===== src/design/gba_loader_pkg.sv =====
// ==============================
// Shared widths, host indexes, ROM offset,
// flash tag, quirk table and arbiter states
// ==============================

package gba_loader_pkg;

	// Host download channel
	typedef logic [26:0]  ioctl_addr_t;  // Byte address
	typedef logic [15:0]  ioctl_data_t;
	typedef logic [7:0]   ioctl_index_t;

	// External memory port, halfword addressed
	typedef logic [25:0]  mem_addr_t;
	typedef logic [63:0]  mem_rdata_t;   // Two dwords per read
	typedef logic [31:0]  dword_t;
	typedef logic [23:0]  rom_addr_t;    // Core side dword address
	typedef logic [11:0]  bios_addr_t;

	typedef logic [127:0] cheat_code_t;  // Flags, address, compare, replace
	typedef logic [95:0]  cart_title_t;
	typedef logic [1:0]   cart_type_t;
	typedef logic [4:0]   quirk_set_t;

	localparam ioctl_index_t INDEX_BIOS  = 8'd0;
	localparam ioctl_index_t INDEX_CHEAT = 8'd255;

	localparam mem_addr_t ROM_START_HW = 26'd393216; // Byte offset 786432

	// Header line 0xA0..0xAF, title in its first 12 bytes
	localparam logic [22:0] TITLE_LINE     = 23'hA;
	localparam logic [3:0]  TITLE_DONE_OFS = 4'd12;

	localparam logic [71:0] FLASH1M_TAG = "FLASH1M_V";

	// Bit positions inside quirk_set_t
	localparam int QUIRK_SRAM  = 0;
	localparam int QUIRK_REMAP = 1;
	localparam int QUIRK_GPIO  = 2;
	localparam int QUIRK_TILT  = 3;
	localparam int QUIRK_SOLAR = 4;

	localparam int QUIRK_COUNT = 8;

	localparam cart_title_t QUIRK_TITLES [QUIRK_COUNT] = '{
		"ROCKY BOXING",
		"DBZ LGCYGOKU",
		{"SUPER MARIO", 8'h00},
		{"ZELDA 1", 40'h00_0000_0000},
		"POKEMON EMER",
		{"BOKTAI", 48'h0000_0000_0000},
		"HAPPYPANECHU",
		{"YOSHI TOPSY", 8'h00}
	};

	localparam quirk_set_t QUIRK_SETS [QUIRK_COUNT] = '{
		5'b00001, // SRAM off
		5'b00001,
		5'b00011, // Classic NES titles also remap
		5'b00011,
		5'b00100, // RTC over GPIO
		5'b10100, // GPIO plus light sensor
		5'b01000, // Tilt sensor
		5'b01000
	};

	typedef enum logic [1:0] {
		ARB_IDLE,
		ARB_LOAD,
		ARB_READ
	} arb_state_t;

endpackage


===== src/design/download_router.sv =====
// ==============================
// Download sorting by index, BIOS dword
// pairing and cheat code assembly
// ==============================
`timescale 1ns/1ps

module download_router (
	input  logic                          clk_sys,
	input  logic                          reset,
	input  logic                          ioctl_download,
	input  gba_loader_pkg::ioctl_index_t  ioctl_index,
	input  gba_loader_pkg::ioctl_addr_t   ioctl_addr,
	input  gba_loader_pkg::ioctl_data_t   ioctl_dout,
	input  logic                          ioctl_wr,
	input  logic                          homebrew_bios,  // Own BIOS in use, keep RAM untouched
	output logic                          cart_download,
	output gba_loader_pkg::bios_addr_t    bios_wraddr,
	output gba_loader_pkg::dword_t        bios_wrdata,
	output logic                          bios_wr,
	output gba_loader_pkg::cheat_code_t   gg_code,
	output logic                          gg_valid,
	output logic                          gg_reset
);
	import gba_loader_pkg::*;

	logic bios_download;
	logic code_download;
	logic code_download_d; // Start of a cheat list
	logic bios_take;       // BIOS half-word accepted this cycle

	assign bios_take = bios_download & ioctl_wr & ~homebrew_bios;

	// ==============================
	// Stream flags and strobes
	// ==============================
	always_ff @(posedge clk_sys) begin
		if (reset) begin
			cart_download   <= 1'b0;
			bios_download   <= 1'b0;
			code_download   <= 1'b0;
			code_download_d <= 1'b0;
			bios_wr         <= 1'b0;
			gg_valid        <= 1'b0;
			gg_reset        <= 1'b0;
		end else begin
			// Every index other than BIOS and cheats is a cartridge image
			cart_download   <= ioctl_download & (ioctl_index != INDEX_BIOS) &
				(ioctl_index != INDEX_CHEAT);
			bios_download   <= ioctl_download & (ioctl_index == INDEX_BIOS);
			code_download   <= ioctl_download & (ioctl_index == INDEX_CHEAT);
			code_download_d <= code_download;

			bios_wr  <= bios_take & ioctl_addr[1];                             // High half completes dword
			gg_valid <= code_download & ioctl_wr & (ioctl_addr[3:0] == 4'd14); // Last word of record
			gg_reset <= code_download & ~code_download_d;                      // Old codes dropped
		end
	end

	// BIOS words arrive low half first
	always_ff @(posedge clk_sys) begin
		if (bios_take) begin
			if (!ioctl_addr[1]) begin
				bios_wrdata[15:0] <= ioctl_dout;
			end else begin
				bios_wrdata[31:16] <= ioctl_dout;
				bios_wraddr        <= ioctl_addr[13:2];
			end
		end
	end

	// ==============================
	// Cheat record, 16 bytes each
	// ==============================
	always_ff @(posedge clk_sys) begin
		if (code_download & ioctl_wr) begin
			case (ioctl_addr[3:0])
				4'd0:  gg_code[111:96]  <= ioctl_dout; // Flags low
				4'd2:  gg_code[127:112] <= ioctl_dout; // Flags high
				4'd4:  gg_code[79:64]   <= ioctl_dout; // Address low
				4'd6:  gg_code[95:80]   <= ioctl_dout;
				4'd8:  gg_code[47:32]   <= ioctl_dout; // Compare value
				4'd10: gg_code[63:48]   <= ioctl_dout;
				4'd12: gg_code[15:0]    <= ioctl_dout; // Replace value
				4'd14: gg_code[31:16]   <= ioctl_dout;
				default: ;                              // Odd offsets never written
			endcase
		end
	end

endmodule


===== src/design/cart_header_scan.sv =====
// ==============================
// Cartridge header scan: flash tag, title
// quirk lookup, type, size and loaded flag
// ==============================
`timescale 1ns/1ps

module cart_header_scan (
	input  logic                          clk_sys,
	input  logic                          reset,
	input  logic                          cart_download,
	input  gba_loader_pkg::ioctl_index_t  ioctl_index,
	input  gba_loader_pkg::ioctl_addr_t   ioctl_addr,
	input  gba_loader_pkg::ioctl_data_t   ioctl_dout,
	input  logic                          ioctl_wr,
	output gba_loader_pkg::cart_type_t    cart_type,
	output logic                          cart_loaded,
	output logic                          flash_1m,
	output gba_loader_pkg::ioctl_addr_t   last_addr,
	output logic                          sram_quirk,
	output logic                          memory_remap_quirk,
	output logic                          gpio_quirk,
	output logic                          tilt_quirk,
	output logic                          solar_quirk
);
	import gba_loader_pkg::*;

	logic        old_download;
	logic        cart_wr;      // Cartridge word this cycle
	logic        title_line;   // Word lies in the header title line
	logic [63:0] str;          // Last eight bytes, oldest on top
	cart_title_t cart_id;
	quirk_set_t  quirk_hit;    // Table match for the current title
	quirk_set_t  quirks;

	assign cart_wr    = cart_download & ioctl_wr;
	assign title_line = (ioctl_addr[26:4] == TITLE_LINE);

	// ==============================
	// Quirk table lookup
	// ==============================
	always_comb begin
		quirk_hit = '0;
		for (int i = 0; i < QUIRK_COUNT; i++) begin
			if (cart_id == QUIRK_TITLES[i])
				quirk_hit = quirk_hit | QUIRK_SETS[i];
		end
	end

	// Status flags, cleared at every new image
	always_ff @(posedge clk_sys) begin
		if (reset) begin
			old_download <= 1'b0;
			cart_type    <= '0;
			cart_loaded  <= 1'b0;
			flash_1m     <= 1'b0;
			quirks       <= '0;
		end else begin
			old_download <= cart_download;

			if (~old_download & cart_download) begin
				flash_1m    <= 1'b0;
				quirks      <= '0;
				cart_type   <= ioctl_index[7:6]; // Top index bits select the cart kind
				cart_loaded <= 1'b1;
			end

			if (cart_wr) begin
				// Tag may end on the low or the high byte of a word
				if ({str, ioctl_dout[7:0]} == FLASH1M_TAG)
					flash_1m <= 1'b1;
				if ({str[55:0], ioctl_dout[7:0], ioctl_dout[15:8]} == FLASH1M_TAG)
					flash_1m <= 1'b1;

				if (title_line && ioctl_addr[3:0] == TITLE_DONE_OFS)
					quirks <= quirk_hit; // Title complete by now
			end
		end
	end

	// ==============================
	// Byte history, title and image size
	// ==============================
	always_ff @(posedge clk_sys) begin
		if (old_download & ~cart_download)
			last_addr <= ioctl_addr; // Final address of the image

		if (cart_wr) begin
			str <= {str[47:0], ioctl_dout[7:0], ioctl_dout[15:8]};

			// First title character goes to the top byte
			if (title_line && ioctl_addr[3:0] < TITLE_DONE_OFS)
				cart_id[{4'd10 - ioctl_addr[3:0], 3'd0} +: 16] <=
					{ioctl_dout[7:0], ioctl_dout[15:8]};
		end
	end

	assign sram_quirk         = quirks[QUIRK_SRAM];
	assign memory_remap_quirk = quirks[QUIRK_REMAP];
	assign gpio_quirk         = quirks[QUIRK_GPIO];
	assign tilt_quirk         = quirks[QUIRK_TILT];
	assign solar_quirk        = quirks[QUIRK_SOLAR];

endmodule


===== src/design/rom_load_port.sv =====
// ==============================
// Cartridge word write requests and host wait
// ==============================
`timescale 1ns/1ps

module rom_load_port (
	input  logic                         clk_sys,
	input  logic                         reset,
	input  logic                         cart_download,
	input  gba_loader_pkg::ioctl_addr_t  ioctl_addr,
	input  gba_loader_pkg::ioctl_data_t  ioctl_dout,
	input  logic                         ioctl_wr,
	input  logic                         load_ack,
	output logic                         load_req,
	output gba_loader_pkg::mem_addr_t    load_addr,
	output gba_loader_pkg::ioctl_data_t  load_data,
	output logic                         ioctl_wait
);
	import gba_loader_pkg::*;

	logic pending; // One word in flight towards memory

	always_ff @(posedge clk_sys) begin
		if (reset) begin
			pending <= 1'b0;
		end else if (cart_download & ioctl_wr) begin
			pending <= 1'b1;
		end else if (load_ack) begin
			pending <= 1'b0;      // Word now in memory
		end
	end

	// Word and target address, held until acked
	always_ff @(posedge clk_sys) begin
		if (cart_download & ioctl_wr) begin
			load_addr <= ROM_START_HW + ioctl_addr[26:1]; // Byte to halfword
			load_data <= ioctl_dout;
		end
	end

	// Host stalls for as long as the word waits
	assign load_req   = pending;
	assign ioctl_wait = pending;

endmodule


===== src/design/rom_read_port.sv =====
// ==============================
// Core ROM read request holding and dword return
// ==============================
`timescale 1ns/1ps

module rom_read_port (
	input  logic                        clk_sys,
	input  logic                        reset,
	input  logic                        rom_rd,
	input  gba_loader_pkg::rom_addr_t   rom_addr,
	input  logic                        read_ack,
	input  gba_loader_pkg::mem_rdata_t  read_data,
	output logic                        read_req,
	output gba_loader_pkg::mem_addr_t   read_addr,
	output logic                        rom_done,
	output gba_loader_pkg::dword_t      rom_dword1,
	output gba_loader_pkg::dword_t      rom_dword2
);
	import gba_loader_pkg::*;

	// Request stays up until served; it also blocks new reads
	always_ff @(posedge clk_sys) begin
		if (reset) begin
			read_req <= 1'b0;
			rom_done <= 1'b0;
		end else begin
			rom_done <= read_ack;           // Data lands with the ack
			if (read_ack)
				read_req <= 1'b0;
			else if (rom_rd & ~read_req)
				read_req <= 1'b1;
		end
	end

	always_ff @(posedge clk_sys) begin
		if (rom_rd & ~read_req)
			read_addr <= {1'b0, rom_addr, 1'b0}; // Dword to halfword address

		// First dword low, prefetch dword high
		if (read_ack) begin
			rom_dword1 <= read_data[31:0];
			rom_dword2 <= read_data[63:32];
		end
	end

endmodule


===== src/design/mem_arbiter.sv =====
// ==============================
// Single memory port arbiter, loader first
// ==============================
`timescale 1ns/1ps

module mem_arbiter (
	input  logic                         clk_sys,
	input  logic                         reset,
	input  logic                         load_req,
	input  gba_loader_pkg::mem_addr_t    load_addr,
	input  gba_loader_pkg::ioctl_data_t  load_data,
	input  logic                         read_req,
	input  gba_loader_pkg::mem_addr_t    read_addr,
	input  logic                         mem_ready,
	input  gba_loader_pkg::mem_rdata_t   mem_rdata,
	output logic                         load_ack,
	output logic                         read_ack,
	output gba_loader_pkg::mem_rdata_t   read_data,
	output logic                         mem_req,
	output gba_loader_pkg::mem_addr_t    mem_addr,
	output logic                         mem_we,
	output gba_loader_pkg::ioctl_data_t  mem_wdata
);
	import gba_loader_pkg::*;

	arb_state_t state;
	logic       load_pend; // Requests not already being acked
	logic       read_pend;

	// A peer drops its request only the cycle after its ack
	assign load_pend = load_req & ~load_ack;
	assign read_pend = read_req & ~read_ack;

	// ==============================
	// Grant FSM
	// ==============================
	always_ff @(posedge clk_sys) begin
		if (reset) begin
			state    <= ARB_IDLE;
			mem_req  <= 1'b0;
			load_ack <= 1'b0;
			read_ack <= 1'b0;
		end else begin
			mem_req  <= 1'b0;
			load_ack <= 1'b0;
			read_ack <= 1'b0;
			case (state)
				ARB_IDLE: begin
					if (load_pend) begin
						mem_req <= 1'b1; // Fixed priority to the loader
						state   <= ARB_LOAD;
					end else if (read_pend) begin
						mem_req <= 1'b1;
						state   <= ARB_READ;
					end
				end
				ARB_LOAD: if (mem_ready) begin
					load_ack <= 1'b1;
					state    <= ARB_IDLE;
				end
				ARB_READ: if (mem_ready) begin
					read_ack <= 1'b1;
					state    <= ARB_IDLE;
				end
				default: state <= ARB_IDLE;
			endcase
		end
	end

	// Access fields follow the grant
	always_ff @(posedge clk_sys) begin
		if (state == ARB_IDLE) begin
			mem_addr  <= load_pend ? load_addr : read_addr;
			mem_we    <= load_pend;
			mem_wdata <= load_data;
		end
		if (state == ARB_READ && mem_ready)
			read_data <= mem_rdata; // Held for the read port
	end

endmodule


===== src/design/gba_loader_top.sv =====
// ==============================
// Loader top: router, header scan, peers, arbiter
// ==============================
`timescale 1ns/1ps

module gba_loader_top (
	input  logic                          clk_sys,
	input  logic                          reset,
	// Host download
	input  logic                          ioctl_download,
	input  gba_loader_pkg::ioctl_index_t  ioctl_index,
	input  gba_loader_pkg::ioctl_addr_t   ioctl_addr,
	input  gba_loader_pkg::ioctl_data_t   ioctl_dout,
	input  logic                          ioctl_wr,
	output logic                          ioctl_wait,
	input  logic                          homebrew_bios,
	// BIOS RAM and cheats
	output gba_loader_pkg::bios_addr_t    bios_wraddr,
	output gba_loader_pkg::dword_t        bios_wrdata,
	output logic                          bios_wr,
	output gba_loader_pkg::cheat_code_t   gg_code,
	output logic                          gg_valid,
	output logic                          gg_reset,
	// Core ROM reads
	input  logic                          rom_rd,
	input  gba_loader_pkg::rom_addr_t     rom_addr,
	output logic                          rom_done,
	output gba_loader_pkg::dword_t        rom_dword1,
	output gba_loader_pkg::dword_t        rom_dword2,
	// External memory
	output logic                          mem_req,
	output gba_loader_pkg::mem_addr_t     mem_addr,
	output logic                          mem_we,
	output gba_loader_pkg::ioctl_data_t   mem_wdata,
	input  logic                          mem_ready,
	input  gba_loader_pkg::mem_rdata_t    mem_rdata,
	// Cartridge status
	output gba_loader_pkg::cart_type_t    cart_type,
	output logic                          cart_loaded,
	output logic                          flash_1m,
	output gba_loader_pkg::ioctl_addr_t   last_addr,
	output logic                          sram_quirk,
	output logic                          memory_remap_quirk,
	output logic                          gpio_quirk,
	output logic                          tilt_quirk,
	output logic                          solar_quirk
);
	import gba_loader_pkg::*;

	logic        cart_download;
	logic        load_req, load_ack;  // Loader peer
	mem_addr_t   load_addr;
	ioctl_data_t load_data;
	logic        read_req, read_ack;  // Core reader peer
	mem_addr_t   read_addr;
	mem_rdata_t  read_data;

	download_router download_router_inst (
		.clk_sys(clk_sys), .reset(reset),
		.ioctl_download(ioctl_download), .ioctl_index(ioctl_index),
		.ioctl_addr(ioctl_addr), .ioctl_dout(ioctl_dout), .ioctl_wr(ioctl_wr),
		.homebrew_bios(homebrew_bios), .cart_download(cart_download),
		.bios_wraddr(bios_wraddr), .bios_wrdata(bios_wrdata), .bios_wr(bios_wr),
		.gg_code(gg_code), .gg_valid(gg_valid), .gg_reset(gg_reset)
	);

	cart_header_scan cart_header_scan_inst (
		.clk_sys(clk_sys), .reset(reset),
		.cart_download(cart_download), .ioctl_index(ioctl_index),
		.ioctl_addr(ioctl_addr), .ioctl_dout(ioctl_dout), .ioctl_wr(ioctl_wr),
		.cart_type(cart_type), .cart_loaded(cart_loaded), .flash_1m(flash_1m),
		.last_addr(last_addr), .sram_quirk(sram_quirk),
		.memory_remap_quirk(memory_remap_quirk), .gpio_quirk(gpio_quirk),
		.tilt_quirk(tilt_quirk), .solar_quirk(solar_quirk)
	);

	rom_load_port rom_load_port_inst (
		.clk_sys(clk_sys), .reset(reset), .cart_download(cart_download),
		.ioctl_addr(ioctl_addr), .ioctl_dout(ioctl_dout), .ioctl_wr(ioctl_wr),
		.load_ack(load_ack), .load_req(load_req), .load_addr(load_addr),
		.load_data(load_data), .ioctl_wait(ioctl_wait)
	);

	rom_read_port rom_read_port_inst (
		.clk_sys(clk_sys), .reset(reset), .rom_rd(rom_rd), .rom_addr(rom_addr),
		.read_ack(read_ack), .read_data(read_data), .read_req(read_req),
		.read_addr(read_addr), .rom_done(rom_done),
		.rom_dword1(rom_dword1), .rom_dword2(rom_dword2)
	);

	mem_arbiter mem_arbiter_inst (
		.clk_sys(clk_sys), .reset(reset),
		.load_req(load_req), .load_addr(load_addr), .load_data(load_data),
		.read_req(read_req), .read_addr(read_addr),
		.mem_ready(mem_ready), .mem_rdata(mem_rdata),
		.load_ack(load_ack), .read_ack(read_ack), .read_data(read_data),
		.mem_req(mem_req), .mem_addr(mem_addr), .mem_we(mem_we), .mem_wdata(mem_wdata)
	);

endmodule


===== config.mk =====
export PLATFORM = sky130hd
export DESIGN_NAME = gba_loader_top
export DESIGN_NICKNAME = d
export VERILOG_FILES = /design/src/design/gba_loader_pkg.sv /design/src/design/download_router.sv /design/src/design/cart_header_scan.sv /design/src/design/rom_load_port.sv /design/src/design/rom_read_port.sv /design/src/design/mem_arbiter.sv /design/src/design/gba_loader_top.sv
export SDC_FILE = /design/constraint.sdc
export NUM_CORES = 1
export LEC_CHECK = 0
export BUFFER_PORTS_ARGS = -buffer_cell sky130_fd_sc_hd__buf_2
export CAP_MARGIN = 30
export CORE_UTILIZATION = 47
export CTS_CLUSTER_DIAMETER = 40
export DETAILED_ROUTE_END_ITERATION = 10
export PLACE_DENSITY = 0.71
export SYNTH_ARGS = -nofsm -noshare
export SYNTH_HDL_FRONTEND = slang
export SYNTH_SLANG_ARGS = --single-unit

===== constraint.sdc =====
create_clock -name clk_sys -period 10.37 [get_ports clk_sys]
set_input_delay 0.5185 -clock clk_sys [delete_from_list [all_inputs] [get_ports clk_sys]]
set_output_delay 0.5185 -clock clk_sys [all_outputs]
set_load 0.005 [all_outputs]

Word level (Yosys, flattened, before mapping)
Index checks and enable logic that the tools add are counted.
Storage, ports and cells
  word-level logic and storage cells: 151
  output and inout bits: 321
  bits in registers: 621
  bits of input ports: 146
Cells by class
  bitwise operators: 27
  shifts and indexed selects: 2
  equal/unequal tests: 24
  muxes and demuxes: 26
  order comparisons: 1
  $add $sub $neg: 3
  reductions and logical operators: 25
Operator list (count)
  == test 96 x 95 -> 1 bit, second input constant: 8
  == test 72 x 71 -> 1 bit, second input constant: 2
  bitwise mux 96 bit: 1
  variable shift 16 x 9 -> 96 bit, first input constant: 1
  variable part select 16 x 9 -> 96 bit: 1
  adder 19 x 26 -> 26 bit, first input constant: 1
  2-to-1 mux 25 bit: 1
  AND reduction 2 bit: 12
  == test 23 x 4 -> 1 bit, second input constant: 1
  2-to-1 mux 5 bit: 4
  bitwise AND 1 bit: 16
  == test 4 bit, second input constant: 4
  2-to-1 mux 1 bit: 11
  NOT 1 bit: 11
  2-to-1 mux 2 bit: 5
  OR reduction 2 bit: 5
  negator 7 -> 9 bit: 1
  == test 4 x 3 -> 1 bit, second input constant: 2
  == test 8 bit, second input constant: 1
  zero test 8 bit: 1
  2-to-1 mux 4 bit: 2
  != test 8 bit, second input constant: 1
  nonzero test 8 bit: 1
  == test 4 x 2 -> 1 bit, second input constant: 1
  other kinds (12): 14

Longest topological paths before layout
  depth after elaboration: 11
  depth in mapped cells: 9
  depth with buffers taken out: 8

Cells and area by module
A second synthesis with hierarchy kept.
Unflattened totals
  cells, all modules: 1180
  area, all modules: 22023.6 um^2
Modules (own cells, without submodules)
  cart_header_scan: instances 1, area each 8559.5 um^2, seq. area each 5815.6 um^2, cells an instance 642
  download_router: instances 1, area each 5482.8 um^2, seq. area each 5305.1 um^2, cells an instance 210
  mem_arbiter: instances 1, area each 3807.4 um^2, seq. area each 3313.2 um^2, cells an instance 162
  rom_read_port: instances 1, area each 2727.6 um^2, seq. area each 2682.6 um^2, cells an instance 97
  rom_load_port: instances 1, area each 1446.4 um^2, seq. area each 1281.2 um^2, cells an instance 69

Least setup slack after synthesis
OpenSTA, ideal clock, no wires.
  path kind: input port to flip-flop
  from: input ioctl_wr
  to: register cart_header_scan_inst.cart_id[16], enable pin
  arrival time: 4352 ps
  library setup time: 395 ps
  slack: 5623 ps
  buffers on the path: 0
  stages on the path: 5
  path through: and2_1 nand3_1 nor2_2 nand2_1 nor4_1
Between the ends
  word-level cells in the longest chain between the ends: 2
RTL lines
  start, declared: RTL line gba_loader_top.sv:14  | input logic ioctl_wr,
  bitwise AND 1 bit: RTL line cart_header_scan.sv:35  | assign cart_wr = cart_download & ioctl_wr;
  AND reduction 2 bit (no source line)
  end signal, assigned by index: RTL line cart_header_scan.sv:92  | cart_id[{4'd10 - ioctl_addr[3:0], 3'd0} +: 16] <=
  end, declared: RTL line cart_header_scan.sv:31  | cart_title_t cart_id;
No other way between the ends.
A chain may end at the register's enable or synchronous reset.

Worst setup path in the final report
  from: input ioctl_addr[0]
  to: register cart_header_scan_inst.cart_id[92], enable pin
Between the ends
  word-level cells in the longest chain between the ends: 3
RTL lines
  start, declared: RTL line gba_loader_top.sv:12  | input gba_loader_pkg::ioctl_addr_t ioctl_addr,
  < comparator 4 bit: RTL line cart_header_scan.sv:91  | if (title_line && ioctl_addr[3:0] < TITLE_DONE_OFS)
  logical AND 1 bit: RTL line cart_header_scan.sv:91
  AND reduction 2 bit (no source line)
No other way between the ends.

==> metrics <==
Critical-path top delay cell=nor3_1; starting density of the core=about half; global-route wire length before repair=84.4 mm; Worst setup SP type=input pin; fin cells=2371; largest net degree at the start of global routing=66; sequential area share after synthesis=between 80% and 90%; initial antenna violation count=2; Tightest Pin Transition=1.05 ns; Syn-to-layout area delta=26.2%; # H-tree levels=3; Slew Limit Fails=0; top cells by area, synth=edfxtp_1, dfxtp_1, nor2_1; drt total wl=58.7 mm; layout cell share with drive strength beyond 1=between 30% and 40%; most frequent cell after synthesis=edfxtp_1; CTS clock-pin slew for the worst setup and hold paths=0.06 ns; design area=27100 µm²; total gr overflow=0; Max VDD drop=roughly 0.24 mV; CP required=10.58 ns; dpl cell area=around 25000 µm²; skew final=0.0279 ns; Worst Hold Class=in2reg; top cell type's share of synthesized area=81.2%; ANT nets after route=0; Syn. warnings=0; Setup CP Type=in2reg; WP data arrival=roughly 4.5 ns; Total GRT Usage=between 20% and 30%; die area=approximately 47000 µm²; hpwl dp=40.3 mm; Pwr Density=203 nW/µm²; I/O Buffers=466; Die Y=216 µm; TritonCTS Buffers=73; Root Driver=clkbuf_16; Tmin final=~4.3 ns; row count=77; cts hold-fix bufs=0; # Max-Cap Violations=0; DR DRC count=0; CORE AREA=44600 µm²; syn avg cell area=18.2 µm²; Tot Pwr=5.51 mW; Post-Route Setup TNS=0 ns; CP cell instances=buf_2 -> inv_1 -> ha_1 -> nor2b_1 -> mux2i_1 -> xnor2_1 -> nand2_1 -> nor3_1; Slowest Stage Delay on Critical Path=0.98 ns; CTS Buffer Depth=3; final hold vios=0; drt initial violations=1352; Via Count=13100; io pins=467; Cells after DPL=2233; Nets=1874; Tcrit/Tclk final=a little over two fifths; synthesized cell area=21500 µm²; Crit. End Element=register; CTS tree=built; Final Wtd Congestion=0.951; Setup WS post-layout=6.04 ns; fmax=231 MHz; drt pass-1 iters=5; post-synthesis async set-or-reset flop share=0%; Die W=216 µm; Clock Sinks=605; Clock Latency Late Sink=0.61 ns; area leader, netlist=edfxtp_1; Leakage Power=around 10 nW; vias in the first global route=13100; wire per inst=about 25 µm; Post-Syn Nets=1333; cell family with most CP delay=simple AND/OR/NAND/NOR gates; Top FF cell, synth=edfxtp_1; worst path bufs/invs=2; Yosys cell types=63; final setup violation count=0; cells after synthesis=approximately 1200; number of synthesized register bits=605; status=completed; number of synthesized flops with an enable pin=580; Setup WS pre-CTS=5.49 ns; Slew HR=29.3%; Critical Path Fanout Max=25; RSZ-0062 raised after global routing=false; Via density=between 5 and 6; synth cell count leaders=edfxtp_1, nor2_1, nand2_1; cts repair resizes=0; post-CTS setup buffers=0
## final timing paths
kind | startpoint | to | slack, ns | cells past startpoint
worst max register to register | download_router_inst.cart_download$_SDFF_PP0_ | cart_header_scan_inst.cart_id[92]$_DFFE_PP_ | 7.13 | 5
worst min-delay path | mem_rdata[17] | mem_arbiter_inst.read_data[17]$_DFFE_PP_ | 0.1 | 1
worst min register to register | download_router_inst.code_download_d$_SDFF_PP0_ | download_router_inst.gg_reset$_SDFF_PP0_ | 0.39 | 1
worst max-delay path | ioctl_addr[0] | cart_header_scan_inst.cart_id[92]$_DFFE_PP_ | 6.04 | 8
## worst reg2reg max path, delay by kind of cell, from the launching register on
family,cells,cell delay (ns)
DFF,1,0.49
and+or+nand+nor,5,2.38
## registers in the layout, summed over array words and instances (netlist names), 2 cells and up
register / cells
cart_header_scan_inst.cart_type: 2
rom_read_port_inst.read_addr: 24
rom_read_port_inst.rom_dword2: 32
mem_arbiter_inst.state: 2
mem_arbiter_inst.read_data: 64
download_router_inst.gg_code: 128
mem_arbiter_inst.mem_addr: 26
cart_header_scan_inst.last_addr: 27
cart_header_scan_inst.cart_id: 96
cart_header_scan_inst.str: 64
rom_read_port_inst.rom_dword1: 32
download_router_inst.bios_wrdata: 32
rom_load_port_inst.load_addr: 26
download_router_inst.bios_wraddr: 12
cart_header_scan_inst.quirks: 5
mem_arbiter_inst.mem_wdata: 16
## metal layers
layer	track usage (%)	share of wire, %	routed length, µm
met1	31.5	38	22400
met2	41.0	48	28400
met3	8.06	11	6450
met4	7.97	2.6	1500
met5	0	0	0
## final cells by class
cell class                 count  area (µm²)
timing repair buffer         493        2530
inverter                      14        52.6
multi-input combinational    531        3420
clock inverter                48         512
tap                          592         741
clock buffer                  86        1910
sequential                   605       17900
antenna                        2        5.00
fill                        3183       17500
## per-stage QoR
step	hold slack (ns)	utilization, %
global route	0.0647	60.7
floorplan	0.367	-
CTS	0.0628	60.7
detailed placement	0.380	55.2
global placement	0.374	55.2
finish	0.0971	60.7
## logic make-up after synthesis
group / share of synthesized area [%]
AOI/OAI and AO/OA: 2.24
xor gates and xnor gates: 0.490
adders and majority gates: 0.583
buffers and inverters: 0.752
DFF: 83.5
muxes: 1.68
and+or+nand+nor: 10.7
## cell usage in the layout, fill, tap and decap left out, drive strengths merged, types with 7 or more instances in the layout
cell type / netlist / final
and4b: 7 / 7
nor3b: 8 / 8
nand2b: 8 / 8
nand2: 52 / 52
nor2: 110 / 110
clkbuf: 24 / 87
mux2i: 9 / 9
clkinv: 0 / 31
nand4: 20 / 20
nor4b: 18 / 18
o21ai: 19 / 19
a21oi: 9 / 9
dfxtp: 25 / 25
nand4b: 9 / 9
buf: 3 / 492
inv: 14 / 21
nor4: 36 / 36
nor3: 26 / 26
ha: 10 / 10
or4: 9 / 9
and2: 19 / 19
or2: 8 / 8
a22oi: 16 / 16
nand3: 28 / 28
and3: 8 / 8
mux2: 24 / 24
nor2b: 11 / 11
edfxtp: 580 / 580
## power breakdown
part           internal (mW)  switching (mW)  leakage [nW]
sequential              2.76          0.0221          5.73
combinational         0.0788           0.169          3.09
clock                   1.45            1.03          1.16
No activity file was read; power rests on OpenSTA's default activity.
